===== src/verilog/tcp_rx_pkg.sv =====
`default_nettype none

package tcp_rx_pkg;

  // ------------------------------
  // Sizing
  // ------------------------------

  // Region count and id width
  localparam int N_REGIONS     = 4;
  localparam int REGION_BITS   = 2;

  // Payload length in bytes
  localparam int LEN_BITS      = 16;

  // Beat width, 8 bytes per beat
  localparam int DATA_BITS     = 64;
  localparam int BEAT_LOG_BITS = 3;

  // Queue depths
  localparam int N_OUTSTANDING = 8;
  localparam int META_DEPTH    = 4;
  localparam int DATA_DEPTH    = 32;

  // Fill counter, must hold DATA_DEPTH itself
  localparam int FILL_BITS     = 6;

  // Region may accept new writes at or below this fill
  localparam int WR_THRS       = 24;

  // ------------------------------
  // Scalar types
  // ------------------------------

  typedef logic [REGION_BITS-1:0]            region_t;
  typedef logic [LEN_BITS-1:0]               len_t;
  // Beats remaining minus one
  typedef logic [LEN_BITS-BEAT_LOG_BITS-1:0] beat_cnt_t;
  typedef logic [FILL_BITS-1:0]              fill_t;

  // ------------------------------
  // Stream payloads
  // ------------------------------

  // Receive metadata, one per payload
  typedef struct packed {
    region_t    vfid;
    logic [5:0] pid;
    logic [3:0] dest;
    len_t       len;
  } rx_meta_t;

  // Request handed to a region, vfid implied by the port
  typedef struct packed {
    logic [5:0] pid;
    logic [3:0] dest;
    len_t       len;
  } rx_req_t;

  // Ordering queue entry
  typedef struct packed {
    region_t   vfid;
    beat_cnt_t last_idx;
  } seq_entry_t;

  // Payload beat
  typedef struct packed {
    logic [DATA_BITS-1:0]   tdata;
    logic [DATA_BITS/8-1:0] tkeep;
    logic                   tlast;
  } axis_beat_t;

  // Data steering FSM
  typedef enum logic [0:0] {
    ST_IDLE,
    ST_MUX
  } demux_state_t;

endpackage

`default_nettype wire

===== src/verilog/stream_fifo.sv =====
`default_nettype none

module stream_fifo import tcp_rx_pkg::*; #(
  parameter int WIDTH = 32,
  parameter int DEPTH = 8
) (
  input  logic             aclk,
  input  logic             aresetn,
  // Write side
  input  logic             s_valid,
  output logic             s_ready,
  input  logic [WIDTH-1:0] s_data,
  // Read side
  output logic             m_valid,
  input  logic             m_ready,
  output logic [WIDTH-1:0] m_data,
  // Occupancy
  output fill_t            fill
);

  localparam int PTR_BITS = (DEPTH > 1) ? $clog2(DEPTH) : 1;

  logic [WIDTH-1:0]    mem [DEPTH];
  logic [PTR_BITS-1:0] wr_ptr;
  logic [PTR_BITS-1:0] rd_ptr;
  fill_t               count;
  logic                push;
  logic                pop;

  // ------------------------------
  // Handshake
  // ------------------------------

  // Full blocks writes only
  assign s_ready = (count != fill_t'(DEPTH));
  assign m_valid = (count != '0);
  assign push    = s_valid && s_ready;
  assign pop     = m_valid && m_ready;

  // Head of queue straight from storage
  assign m_data  = mem[rd_ptr];
  assign fill    = count;

  // ------------------------------
  // Storage
  // ------------------------------

  always_ff @(posedge aclk) begin
    if (push) begin
      mem[wr_ptr] <= s_data;
    end
  end

  // Pointers wrap at DEPTH
  always_ff @(posedge aclk) begin
    if (!aresetn) begin
      wr_ptr <= '0;
      rd_ptr <= '0;
      count  <= '0;
    end else begin
      if (push) begin
        wr_ptr <= (wr_ptr == PTR_BITS'(DEPTH - 1)) ? '0 : wr_ptr + 1'b1;
      end
      if (pop) begin
        rd_ptr <= (rd_ptr == PTR_BITS'(DEPTH - 1)) ? '0 : rd_ptr + 1'b1;
      end
      // Simultaneous push and pop leaves count alone
      case ({push, pop})
        2'b10:   count <= count + 1'b1;
        2'b01:   count <= count - 1'b1;
        default: count <= count;
      endcase
    end
  end

endmodule

`default_nettype wire


===== config.mk =====
export PLATFORM = sky130hd
export DESIGN_NAME = stream_fifo
export DESIGN_NICKNAME = d
export VERILOG_FILES = /design/src/verilog/tcp_rx_pkg.sv /design/src/verilog/stream_fifo.sv
export SDC_FILE = /design/constraint.sdc
export NUM_CORES = 1
export LEC_CHECK = 0
export ABC_CLOCK_PERIOD_IN_PS = 5500
export BUFFER_PORTS_ARGS = -buffer_cell sky130_fd_sc_hd__buf_2
export CORE_MARGIN = 3
export CORE_UTILIZATION = 46
export CTS_CLUSTER_DIAMETER = 40
export DETAILED_ROUTE_END_ITERATION = 7
export MAX_ROUTING_LAYER = met4
export SYNTH_ARGS = -nofsm -noshare
export SYNTH_HDL_FRONTEND = slang
export SYNTH_SLANG_ARGS = --single-unit

===== constraint.sdc =====
create_clock -name aclk -period 5.5 [get_ports aclk]
set_input_delay 0.275 -clock aclk [delete_from_list [all_inputs] [get_ports aclk]]
set_output_delay 0.275 -clock aclk [all_outputs]
set_load 0.05 [all_outputs]

==> results by group <==
Yosys
  • Number of distinct library cells after synthesis: 39
  • Dominant register cell in the synthesized netlist: edfxtp_1
  • Gate count of the mapped netlist: between 400 and 500
  • Number of warnings reported in the yosys synthesis log: 0
  • Syn Area/Cell: around 22 um2
  • Most area-consuming cells after synthesis: edfxtp_1 (73%), mux4_2 (14%), mux2_2 (3.4%)
  • Proportion of register bits with asynchronous set or reset after synthesis: 0
  • Register area share after synthesis: 0.760
  • Share of Yosys cell area claimed by the top area cell type: 0.731
  • Post-synthesis net count: 521
  • Total of flip-flops plus latches after synthesis: between 200 and 300
  • Netlist Area Pre-Place: between 10,000 and 15,000 um2
  • Leading area contributor after synthesis: edfxtp_1
  • EDFF count, synth: 256

Critical path
  • Endpoint kind of the worst setup timing path: primary output
  • Data required time at the worst endpoint: around 5.2 ns
  • Startpoint types: register
  • Arrival time reported for the critical path endpoint: ~3.1 ns
  • Crit path kind: reg2out
  • Maximum fanout encountered on the critical timing path: 40

Job
  • Max cap viols: 0

Placed design
  • Count of buffers inserted at the top-level ports: 75
  • Placed cells: 818
  • Hpwl dp: 10,400 um
  • Routability congestion estimate from global placement: around 0.73

Timing
  • Final min period: around 3.3 ns
  • Period utilization: 0.607
  • Final setup skew: ~0.014 ns
  • Max Transition Viols Final: 0
  • Setup repair after global routing missed its margin: no
  • Transition time of the tightest slew-check pin: ~1.1 ns
  • Number of endpoints failing setup at the final stage: 0
  • Total Negative Setup Slacks: 0 ns
  • Number of hold violations in the final report: 0
  • Remaining max-slew budget at the tightest pin: 0.275
  • Upper clock frequency limit: roughly 0.3 GHz

Global route
  • Wire length of the first global-routing pass: 31,100 um
  • Maximum number of pins on one net before global-route repair: 65
  • GR met2 Demand/Resource: 0.287
  • Number of antenna violations at the first check in global routing: 2
  • Global-route usage over all layers: 0.174
  • Met3 capacity usage during global routing: 0.0355
  • Met1 layer usage reported by global route: 0.218
  • Number of global-route vias before repair: 5,409
  • Layer with the highest usage after global routing: met2
  • GRT overflow: 0

Finish
  • Highest-count cells in the layout ignoring fill and taps: edfxtp_1 (256), buf_2 (75), mux4_2 (64)
  • Nets: around 620
  • Final non-filler cell total: 887
  • Fraction of the core area covered by cells at the end of the flow: 0.562
  • Layout cells sized above 1: 0.431
  • Area delta synth->final: 18.5%
  • Most common cell after layout, fill and taps aside: edfxtp_1

Clock tree
  • Total number of clock tree sinks: 271
  • Clock insertion delay at the later pin of the skew report: roughly 0.50 ns
  • Deepest level of the CTS H-tree: 2
  • Clock tree root buffer cell: clkbuf_16
  • Hold_buf cts: 0
  • Cells resized by post-CTS repair: 0
  • Clock tree from TritonCTS: built
  • Clock buffers created by TritonCTS: 39
  • Buffers inserted by post-CTS timing repair: 0
  • Post-CTS clock slew at the launch and capture registers of the worst setup and hold paths: about 0.050 ns
  • Clock buffer depth: 3

Detailed routing
  • Residual DRC count: 0
  • Number of DRC violations after detailed-routing iteration 0: around 210
  • Wire length reported by the detailed router: approximately 20,000 um
  • DRT antenna net count: 0
  • Via-per-instance ratio: approximately 5.6
  • DR vias: between 4k and 5k
  • Detailed-route wire length per cell: between 20 and 25 um
  • Detailed Routing Iterations Pass 1: 4

Floorplanning
  • Die width: 157 um
  • Die Area: 24,700 um2
  • CORE AREA: 22,200 um2
  • Height of the die: 157 um
  • Std cell rows: 54
  • Initial Utilization: 0.474
  • Number of ports placed on the die boundary: 76

Pwr
  • Power density over cell area: just over 500 nW/um2
  • Worst vdd ir: ~0.36 mV
  • Lkg Pwr: ~4.1 nW

Run status
  • Status: completed

Hold path
  • Hold Path Class: in2reg
[area by class of cell]
| type | instances | area [um2] |
|---|---|---|
| repair buffers | 84 | 443 |
| multi-input cells | 177 | 2440 |
| diodes | 2 | 5.00 |
| flip-flops and latches | 271 | 8000 |
| clock buffers | 39 | 976 |
| inverters | 6 | 22.5 |
| well taps | 280 | 350 |
| fillers | 1706 | 9710 |
| clock inverters | 28 | 218 |
[where the power goes]
group | internal, mW | switching, mW | leakage [nW] | total (mW)
combinational | 0.632 | 0.944 | 1.10 | 1.58
clock | 1.32 | 0.905 | 0.580 | 2.23
sequential | 2.39 | 0.203 | 2.45 | 2.59
[per-stage QoR]
step,hold WS [ns],power [mW],instance area [um2],setup slack (ns)
floorplan,0.374,3.88,10500,0.713
global placement,0.457,4.21,11300,2.56
detailed placement,0.471,4.23,11300,2.42
CTS,0.0148,6.48,12400,2.01
global route,0.0296,6.67,12500,1.88
finish,0.0354,6.39,12500,2.16
[kinds of logic after synthesis]
group | after synthesis | synth area share
AOI/OAI and AO/OA | 20 | 0.0145
xor gates and xnor gates | 5 | 0.00417
adders and majority gates | 7 | 0.00833
buffers and inverters | 30 | 0.0124
DFF | 271 | 0.760
muxes | 102 | 0.177
and+or+nand+nor | 43 | 0.0236
[worst max-delay path, cell delays in order, from the launching register on]
cell and delay [ns]:
dfxtp_4 0.88, buf_4 0.57, mux4_2 0.56, mux2_2 0.29, buf_2 0.22
[sequential cells by signal (all words and copies together) (netlist names), named ones only]
signal	flops
rd_ptr	3
fill	6
wr_ptr	3
mem	256
[synth_stat cells (all sizes together), types with 2 or more instances]
master	count
a21o	2
a21oi	7
a31oi	3
buf	10
clkbuf	14
dfxtp	15
edfxtp	256
ha	7
inv	5
mux2	32
mux2i	6
mux4	64
nand2	10
nand2b	2
nor2	8
nor3	5
nor4	2
o21ai	2
o31ai	3
or3	5
or3b	3
xor2	5
[routing by layer]
| metal | wire length, um | vias up |
|---|---|---|
| met4 | 459 | 0 |
| met1 | 8510 | 2612 |
| li1 | - | 2211 |
| met2 | 10200 | 109 |
| met5 | 0 | - |
| met3 | 917 | 35 |
[final timing paths]
path / from / to / slack, ns / depth (start not counted)
worst max register to register: fill[1] / fill[2] / 2.38 / 10
worst min-delay path: s_data[18] / mem[3][18] / 0.04 / 1
worst min register to register: rd_ptr[1] / register / 0.49 / 2
worst max-delay path: register / m_data[7] / 2.16 / 4
(Power assumes the default switching activity.)
