File: config.mk
export PLATFORM = sky130hd
export DESIGN_NAME = tcp_rx_meta_demux
export DESIGN_NICKNAME = d
export VERILOG_FILES = /design/src/verilog/tcp_rx_pkg.sv /design/src/verilog/tcp_rx_meta_demux.sv
export SDC_FILE = /design/constraint.sdc
export NUM_CORES = 1
export LEC_CHECK = 0
export BUFFER_PORTS_ARGS = -buffer_cell sky130_fd_sc_hd__buf_2
export CAP_MARGIN = 15
export CORE_MARGIN = 2
export CORE_UTILIZATION = 33
export DETAILED_ROUTE_END_ITERATION = 10
export GPL_ROUTABILITY_DRIVEN = 1
export PLACE_DENSITY = 0.91
export SLEW_MARGIN = 15
export SYNTH_ARGS = -nofsm -noshare
export SYNTH_HDL_FRONTEND = slang
export SYNTH_SLANG_ARGS = --single-unit
export TNS_END_PERCENT = 50
File: constraint.sdc
create_clock -name vclk -period 2.6
set_clock_uncertainty 0.15 [all_clocks]
set_input_delay 0.13 -clock vclk [all_inputs]
set_output_delay 0.13 -clock vclk [all_outputs]
set_load 0.005 [all_outputs]
File: src/verilog/tcp_rx_pkg.sv
`default_nettype none

package tcp_rx_pkg;

  // ------------------------------
  // Sizing
  // ------------------------------

  // Region count and id width
  localparam int N_REGIONS     = 4;
  localparam int REGION_BITS   = 2;

  // Payload length in bytes
  localparam int LEN_BITS      = 16;

  // Beat width, 8 bytes per beat
  localparam int DATA_BITS     = 64;
  localparam int BEAT_LOG_BITS = 3;

  // Queue depths
  localparam int N_OUTSTANDING = 8;
  localparam int META_DEPTH    = 4;
  localparam int DATA_DEPTH    = 32;

  // Fill counter, must hold DATA_DEPTH itself
  localparam int FILL_BITS     = 6;

  // Region may accept new writes at or below this fill
  localparam int WR_THRS       = 24;

  // ------------------------------
  // Scalar types
  // ------------------------------

  typedef logic [REGION_BITS-1:0]            region_t;
  typedef logic [LEN_BITS-1:0]               len_t;
  // Beats remaining minus one
  typedef logic [LEN_BITS-BEAT_LOG_BITS-1:0] beat_cnt_t;
  typedef logic [FILL_BITS-1:0]              fill_t;

  // ------------------------------
  // Stream payloads
  // ------------------------------

  // Receive metadata, one per payload
  typedef struct packed {
    region_t    vfid;
    logic [5:0] pid;
    logic [3:0] dest;
    len_t       len;
  } rx_meta_t;

  // Request handed to a region, vfid implied by the port
  typedef struct packed {
    logic [5:0] pid;
    logic [3:0] dest;
    len_t       len;
  } rx_req_t;

  // Ordering queue entry
  typedef struct packed {
    region_t   vfid;
    beat_cnt_t last_idx;
  } seq_entry_t;

  // Payload beat
  typedef struct packed {
    logic [DATA_BITS-1:0]   tdata;
    logic [DATA_BITS/8-1:0] tkeep;
    logic                   tlast;
  } axis_beat_t;

  // Data steering FSM
  typedef enum logic [0:0] {
    ST_IDLE,
    ST_MUX
  } demux_state_t;

endpackage

`default_nettype wire
File: src/verilog/tcp_rx_meta_demux.sv
`default_nettype none

module tcp_rx_meta_demux import tcp_rx_pkg::*; (
  // Incoming metadata
  input  logic                 s_meta_valid,
  output logic                 s_meta_ready,
  input  rx_meta_t             s_meta,
  // Per-region request queues
  output logic [N_REGIONS-1:0] req_valid,
  input  logic [N_REGIONS-1:0] req_ready,
  output rx_req_t              req,
  // Ordering queue
  output logic                 seq_valid,
  input  logic                 seq_ready,
  output seq_entry_t           seq
);

  logic accept;
  len_t len_m1;

  // ------------------------------
  // Handshake
  // ------------------------------

  // Both the ordering queue and the target region must have room
  assign s_meta_ready = seq_ready && req_ready[s_meta.vfid];
  assign accept       = s_meta_valid && s_meta_ready;

  // One write into each queue per accepted entry
  assign seq_valid = accept;

  for (genvar i = 0; i < N_REGIONS; i++) begin : g_req_sel
    assign req_valid[i] = accept && (s_meta.vfid == region_t'(i));
  end

  // ------------------------------
  // Payloads
  // ------------------------------

  // Same request fans out to all queues
  assign req.pid  = s_meta.pid;
  assign req.dest = s_meta.dest;
  assign req.len  = s_meta.len;

  // ceil(len/8)-1 is (len-1)/8
  // len is never zero, so no underflow
  assign len_m1 = s_meta.len - 1'b1;

  assign seq.vfid     = s_meta.vfid;
  assign seq.last_idx = len_m1[LEN_BITS-1:BEAT_LOG_BITS];

endmodule

`default_nettype wire

==> results of run 1 <==
==> power groups by stage <==
| stage | clock network [uW] | logic, uW | registers (uW) |
|---|---|---|---|
| floorplan | 0 | 58.4 | 0 |
| global placement | 0 | 83.1 | 0 |
| detailed placement | 0 | 85.1 | 0 |
| CTS | 0 | 85.3 | 0 |
| global route | 0 | 92.9 | 0 |
| finish | 0 | 84.3 | 0 |
==> worst max-delay path by stage <==
stage                         start      end  cells past startpoint
after floorplan           s_meta[3]  seq[12]                      5
after global placement    s_meta[3]  seq[12]                      6
after detailed placement  s_meta[3]  seq[11]                      6
after CTS                 s_meta[3]  seq[11]                      6
after global routing      s_meta[3]  seq[12]                      6
final                     s_meta[3]  seq[11]                      6
==> cell families (layout without fill, tap and decap cells) <==
family,count (synthesis),count (layout),synth area share [%]
AO/OA/AOI/OAI,2,2,2.43
XOR/XNOR,11,11,18.7
buffers and inverters,29,61,41.8
multiplexers,1,1,4.38
AND/OR/NAND/NOR,27,27,32.6
==> area by class of cell <==
class                           instances  area share, %
Timing Repair Buffer                   61           48.9
Tap cell                               16           3.21
Multi-Input combinational cell         41           47.9
==> Yosys cell counts (all sizes together) <==
master	count	area share, %
nor4b	1	1.7
nor2	3	2.2
and2	1	1.2
xnor2	7	12
o21ai	1	0.97
nand3	2	1.9
nand3b	1	1.5
nand2	6	4.4
nand2b	3	3.7
or4	2	2.9
and3	1	1.2
nor3	4	3.9
nor4	2	6.6
mux4	1	4.4
buf	29	42
o31ai	1	1.5
xor2	4	6.8
nor3b	1	1.5
==> layer usage <==
layer / GRT usage [%] / vias to the layer above / routed length (um)
met1: 13.3 / 252 / 446
met2: 22.4 / 24 / 739
met3: 1.25 / 0 / 92
met4: 0.606 / 0 / 0
met5: 0 / - / 0
li1: - / 274 / -
==> worst max-delay path: cells and delay by family <==
kind	cells	cell delay (ns)
AND/OR/NAND/NOR	3	1.24
buffers and inverters	2	0.24
XOR/XNOR	1	0.15
==> metrics by stage <==
stage                     setup slack [ns]  std cells
after floorplan                      0.883         70
after global placement               0.605        118
after detailed placement             0.534        118
after CTS                            0.533        118
after global routing                 0.437        118
final                                0.555        118
==> parameters.txt, run 1 <==
Parameter                              Value

Outcome
  Run status    finished clean

Global route
  Vias in the first global route    between 400 and 500
  Global-route wire length before repair    approximately 1.8 mm
  Maximum number of pins on one net before global-route repair    8
  Number of antenna violations at the first check in global routing    0
  Overflow after GRT    0
  Tot GR Track Use    ~11%

Die
  Area of the die    between 1500 and 2000 um^2
  Area of the core region    about 1500 um^2
  DIE HEIGHT    roughly 43 um
  Top-Level Pins    81
  Die X    about 43 um
  Effective utilization at floorplan    34.5%
  Number of placement rows    14

Yosys
  Synthesized Nets    ~100
  Area of the mapped netlist    514 um^2
  Sequential-to-total area share from yosys stat    0%
  Mean area per synthesized cell    ~7.3 um^2
  Yosys synthesis warning count    0
  Synth unique cells    20
  Synthesized instance count    70

STA
  Final min period    2.05 ns
  Worst-Margin Slew    ~0.37 ns
  RSZ-0062 raised after global routing    false
  Final Hold Viols    0
  Total of endpoints with negative setup slack in the final report    0
  Portion of the clock cycle consumed by the worst path in the final layout    about four fifths
  Achievable clock frequency    around 490 MHz
  Worst-case headroom to the max-slew limit    about 75%
  Hold slack    approximately 0.11 ns
  Max-slew violation count    0
  Fin Setup TNS    0 ns

Critical path
  Cell type of the slowest stage on the worst timing path    sky130_fd_sc_hd__or4_1
  Startpoint Class    input port
  Kind of critical path    in2out
  Worst Path Arrival    1.77 ns
  Slowest Stage Delay on Critical Path    0.69 ns
  Critical path cell sequence    buf_2 -> or4_1 -> nor4_4 -> nand3b_1 -> xnor2_1 -> buf_2
  Crit path top cell by count    sky130_fd_sc_hd__buf_2
  Peak fanout along the critical path    7
  Data required time of the critical path    2.32 ns
  Endpoint kind of the worst setup timing path    output pin

Routing
  Post-detailed-route via-to-cell ratio    about 4.7
  Final wirelength    ~1.3 mm
  Remaining design rule violation count    0
  Total number of vias    550
  Antenna-violating nets left    0
  Routed length per instance    around 11 um
  Number of detailed-routing iterations run before antenna repair    4
  Iteration-0 DRC Markers    8

Power
  Part of the power in combinational logic    100.0%
  Power Internal    44.6 uW
  Switching portion of total power    a little under half
  Clock network power share    0%
  Power dissipated by switching net loads    39.7 uW
  Cell leakage power    between 0.0003 and 0.0004 uW
  Overall power    ~84 uW
  VDD IR-drop max    about 55 uV
  Sequential cell fraction of total power    0%
  Pwr dens    ~130 nW/um^2

Placement
  Port Buf Inserts    61
  Placement Cell Area    624 um^2
  Final Wtd Congestion    0.709

CTS
  Post-CTS Setup Bufs    0
  Total of cells resized after clock tree synthesis    0
  # hold bufs at CTS    0

Cells and area
  Sequential cell area    0 um^2
  Total number of sequential cells    0
  Most common library cell in the layout ignoring fill and taps    sky130_fd_sc_hd__buf_2
  Footprint of the multi-input gates    between 200 and 300 um^2
  Share of the core filled with cells    41.9%
  Final-layout fill cell count    about 150
  Ant diodes    0
  Growth of design area from synthesis to finish    21.4%
  Layout Cell Area excl Fill    624 um^2
  Most used cells in the layout excluding fill and tap cells    sky130_fd_sc_hd__buf_2, sky130_fd_sc_hd__xnor2_1, sky130_fd_sc_hd__nand2_1, sky130_fd_sc_hd__nor3_1, sky130_fd_sc_hd__xor2_1
  Net count of the finished layout    138
  Fraction of final layout cells sized beyond drive strength 1    between 60% and 70%
  Clock buffer count in the final layout    0

Min path
  Source of the worst hold timing path    s_meta[20]
  Worst hold-check path type    in2out
  Hold endpoint    req[20]
  Hold depth    0

Flow run
  Count of max-cap constraint violations    0
Note: power is estimated with default switching activity, not from simulation.
==> run 2: changes to the inputs <==
--- a/config.mk
+++ b/config.mk
@@ -5,13 +5,14 @@
 export SDC_FILE = /design/constraint.sdc
 export NUM_CORES = 1
 export LEC_CHECK = 0
+export ABC_AREA = 1
 export BUFFER_PORTS_ARGS = -buffer_cell sky130_fd_sc_hd__buf_2
 export CAP_MARGIN = 15
 export CORE_MARGIN = 2
 export CORE_UTILIZATION = 33
 export DETAILED_ROUTE_END_ITERATION = 10
 export GPL_ROUTABILITY_DRIVEN = 1
-export PLACE_DENSITY = 0.91
+export PLACE_DENSITY = 0.84
 export SLEW_MARGIN = 15
 export SYNTH_ARGS = -nofsm -noshare
 export SYNTH_HDL_FRONTEND = slang
==> constraint.sdc (replaced) <==
create_clock -name vclk -period 2
set_clock_uncertainty 0.15 [all_clocks]
set_input_delay 0.1 -clock vclk [all_inputs]
set_output_delay 0.1 -clock vclk [all_outputs]
set_load 0.005 [all_outputs]
==> run 2 against run 1 <==
Effect of this change:
- first-iteration DRC count down 25%
- total power up 44%
- non-clock buffer count unchanged
- critical path depth up 2
- utilization up 0.72 points
- wire length up 10%
- sequential cell count unchanged
- combinational power up 45%
- sequential share of layout area unchanged
- critical endpoint is now seq[12]
==> parameters.txt, run 2 <==
Parameter                              Value

Die
  Area of the die    2240 um^2 (+18%)
  Number of placement rows    15 (+1)
  Effective utilization at floorplan    35.4% (+0.87 points)
  Area of the core region    1750 um^2 (+17%)
  Top-Level Pins    81 (unchanged)
  DIE HEIGHT    47.3 um (+8.8%)
  Die X    47.3 um (+8.8%)

Cells and area
  Sequential cell area    0 um^2 (unchanged)
  Fraction of final layout cells sized beyond drive strength 1    44.8% (-18 points)
  Most used cells in the layout excluding fill and tap cells    sky130_fd_sc_hd__buf_2, sky130_fd_sc_hd__nand2_1, sky130_fd_sc_hd__nor2_1, sky130_fd_sc_hd__inv_1, sky130_fd_sc_hd__nor2_2
  Growth of design area from synthesis to finish    20.4%
  Layout Cell Area excl Fill    744 um^2 (+19%)
  Share of the core filled with cells    42.7% (+0.72 points)
  Ant diodes    0 (unchanged)
  Total number of sequential cells    0 (unchanged)
  Final instance count without filler cells    179 (+52%)
  Net count of the finished layout    190 (+38%)
  Clock buffer count in the final layout    0 (unchanged)
  Most common library cell in the layout ignoring fill and taps    sky130_fd_sc_hd__buf_2

STA
  Final Hold Viols    0 (unchanged)
  RSZ-0062 raised after global routing    false
  Achievable clock frequency    a little over 800 MHz
  Final min period    1.24 ns
  Fin Setup TNS    0 ns (unchanged)
  Worst-case headroom to the max-slew limit    87.5% (+13 points)
  Portion of the clock cycle consumed by the worst path in the final layout    61.9%
  Max-slew violation count    0 (unchanged)
  Total of endpoints with negative setup slack in the final report    0 (unchanged)
  Worst-Margin Slew    0.187 ns (-0.187 ns)

Routing
  Number of detailed-routing iterations run before antenna repair    5 (+1)
  Remaining design rule violation count    0 (unchanged)
  Total number of vias    726 (+32%)
  Final wirelength    1.41 mm (+10%)
  Antenna-violating nets left    0 (unchanged)
  Routed length per instance    7.88 um (-27%)
  Iteration-0 DRC Markers    6 (-2)
  Post-detailed-route via-to-cell ratio    4.06 (-13%)

Yosys
  Mean area per synthesized cell    5.11 um^2 (-30%)
  Synth unique cells    15 (-25%)
  Synthesized-area fraction occupied by xor and xnor cells    1.42% (-17 points)
  Yosys synthesis warning count    0 (unchanged)
  Leading cell type by number of instances after synthesis    sky130_fd_sc_hd__nand2_1
  Multiplexer fraction of the synthesized cell area    0% (-4.4 points)
  Leading post-synthesis cells by instance count    sky130_fd_sc_hd__nand2_1, sky130_fd_sc_hd__buf_4, sky130_fd_sc_hd__nor2_1
  Synthesized instance count    121 (+73%)
  Dominant combinational cell family by area after synthesis    simple AND/OR/NAND/NOR gates
  Adder and majority gate portion of the synthesized area    0% (unchanged)
  Sequential-to-total area share from yosys stat    0% (unchanged)
  Fraction of synthesized cell area taken by the top area cell type    34.0% (-6.9 points)
  Synthesized Nets    155 (+49%)
  Area of the mapped netlist    618 um^2 (+20%)
  Compound-gate portion of the synthesized area    2.02% (-0.41 points)
  Most area-hungry cell type in the Yosys netlist    sky130_fd_sc_hd__buf_4
  Area fraction in and, or, nand and nor cells after synthesis    55.3% (+23 points)
  Biggest area contributors in the synthesized netlist    sky130_fd_sc_hd__buf_4, sky130_fd_sc_hd__nand2_1, sky130_fd_sc_hd__nor2_1, sky130_fd_sc_hd__inv_1, sky130_fd_sc_hd__nor2_4

CTS
  # hold bufs at CTS    0 (unchanged)
  Post-CTS Setup Bufs    0 (unchanged)
  Total of cells resized after clock tree synthesis    0 (unchanged)

Global route
  Vias in the first global route    492 (+10%)
  Global-route wire length before repair    1.84 mm (+1.9%)
  Tot GR Track Use    10.7% (-0.59 points)
  Number of antenna violations at the first check in global routing    0 (unchanged)
  Overflow after GRT    0 (unchanged)
  Maximum number of pins on one net before global-route repair    7 (-1)

Placement
  Placement Cell Area    744 um^2 (+19%)
  Sum of net half-perimeters after detailed placement    between 1 and 1.5 mm
  Port Buf Inserts    61 (unchanged)
  Final Wtd Congestion    0.739 (+4.2%)
  Cell Count Post-Placement    179 (+52%)

Critical path
  Kind of critical path    in2out
  Data required time of the critical path    1.75 ns (-0.57 ns)
  Worst Path Arrival    0.99 ns (-0.78 ns)
  Startpoint Class    input port
  Endpoint kind of the worst setup timing path    output pin
  Peak fanout along the critical path    4 (-3)

Flow run
  Count of max-cap constraint violations    0 (unchanged)

Power
  Overall power    122 uW (+44%)
  VDD IR-drop max    63.5 uV (+16%)
  Pwr dens    163 nW/um^2 (+21%)
  Cell leakage power    0.000502 uW (+47%)

Outcome
  Run status    finished clean

Min path
  Worst hold-check path type    in2out
## run 2: where the power goes
part           leakage [uW]  switching [uW]  internal [uW]
combinational      0.000502            63.7           58.0
sequential                0               0              0
clock                     0               0              0
## run 2: area by class of cell
type | instances | area (um^2)
fill | 192 | 1000
inverter | 12 | 45.0
multi-input combinational | 81 | 363
tap | 25 | 31.3
timing repair buffer | 61 | 305
## run 2: through the flow
| stage | hold WS (ns) | worst slack, ns |
|---|---|---|
| 6_report | 0.0500 | 0.761 |
| 5_1_grt | 0.0500 | 0.650 |
| 4_1_cts | 0.0500 | 0.758 |
| 3_5_place_dp | 0.0500 | 0.756 |
| 3_3_place_gp | 0.0500 | 0.772 |
| 2_1_floorplan | 0.127 | 1.09 |
## run 2: worst paths after layout
check	start	to	slack, ns	depth (start not counted)
worst max-delay path	s_meta[5]	seq[12]	0.76	8
worst min-delay path	s_meta[20]	req[20]	0.05	0
## run 2: critical path, cell delays in order
cell	delay, ns
sky130_fd_sc_hd__buf_2	0.12
sky130_fd_sc_hd__nor2_1	0.15
sky130_fd_sc_hd__nand3_1	0.10
sky130_fd_sc_hd__nor2_2	0.18
sky130_fd_sc_hd__nand2_1	0.10
sky130_fd_sc_hd__nand2_1	0.07
sky130_fd_sc_hd__nand2_1	0.05
sky130_fd_sc_hd__buf_2	0.12
## run 2: kinds of logic (layout without fill, tap and decap cells)
kind of cell | count (synthesis) | in the layout
simple gates | 78 | 78
compound gates | 2 | 2
xor+xnor | 1 | 1
buf+inv | 40 | 73
## run 2: routing by layer
metal / track usage, % / vias up / wire, um
met1: 13.0 / 272 / 565
met4: 0.556 / 0 / 4
met3: 0.385 / 2 / 170
li1: - / 399 / -
met2: 21.1 / 53 / 671
met5: 0 / - / 0
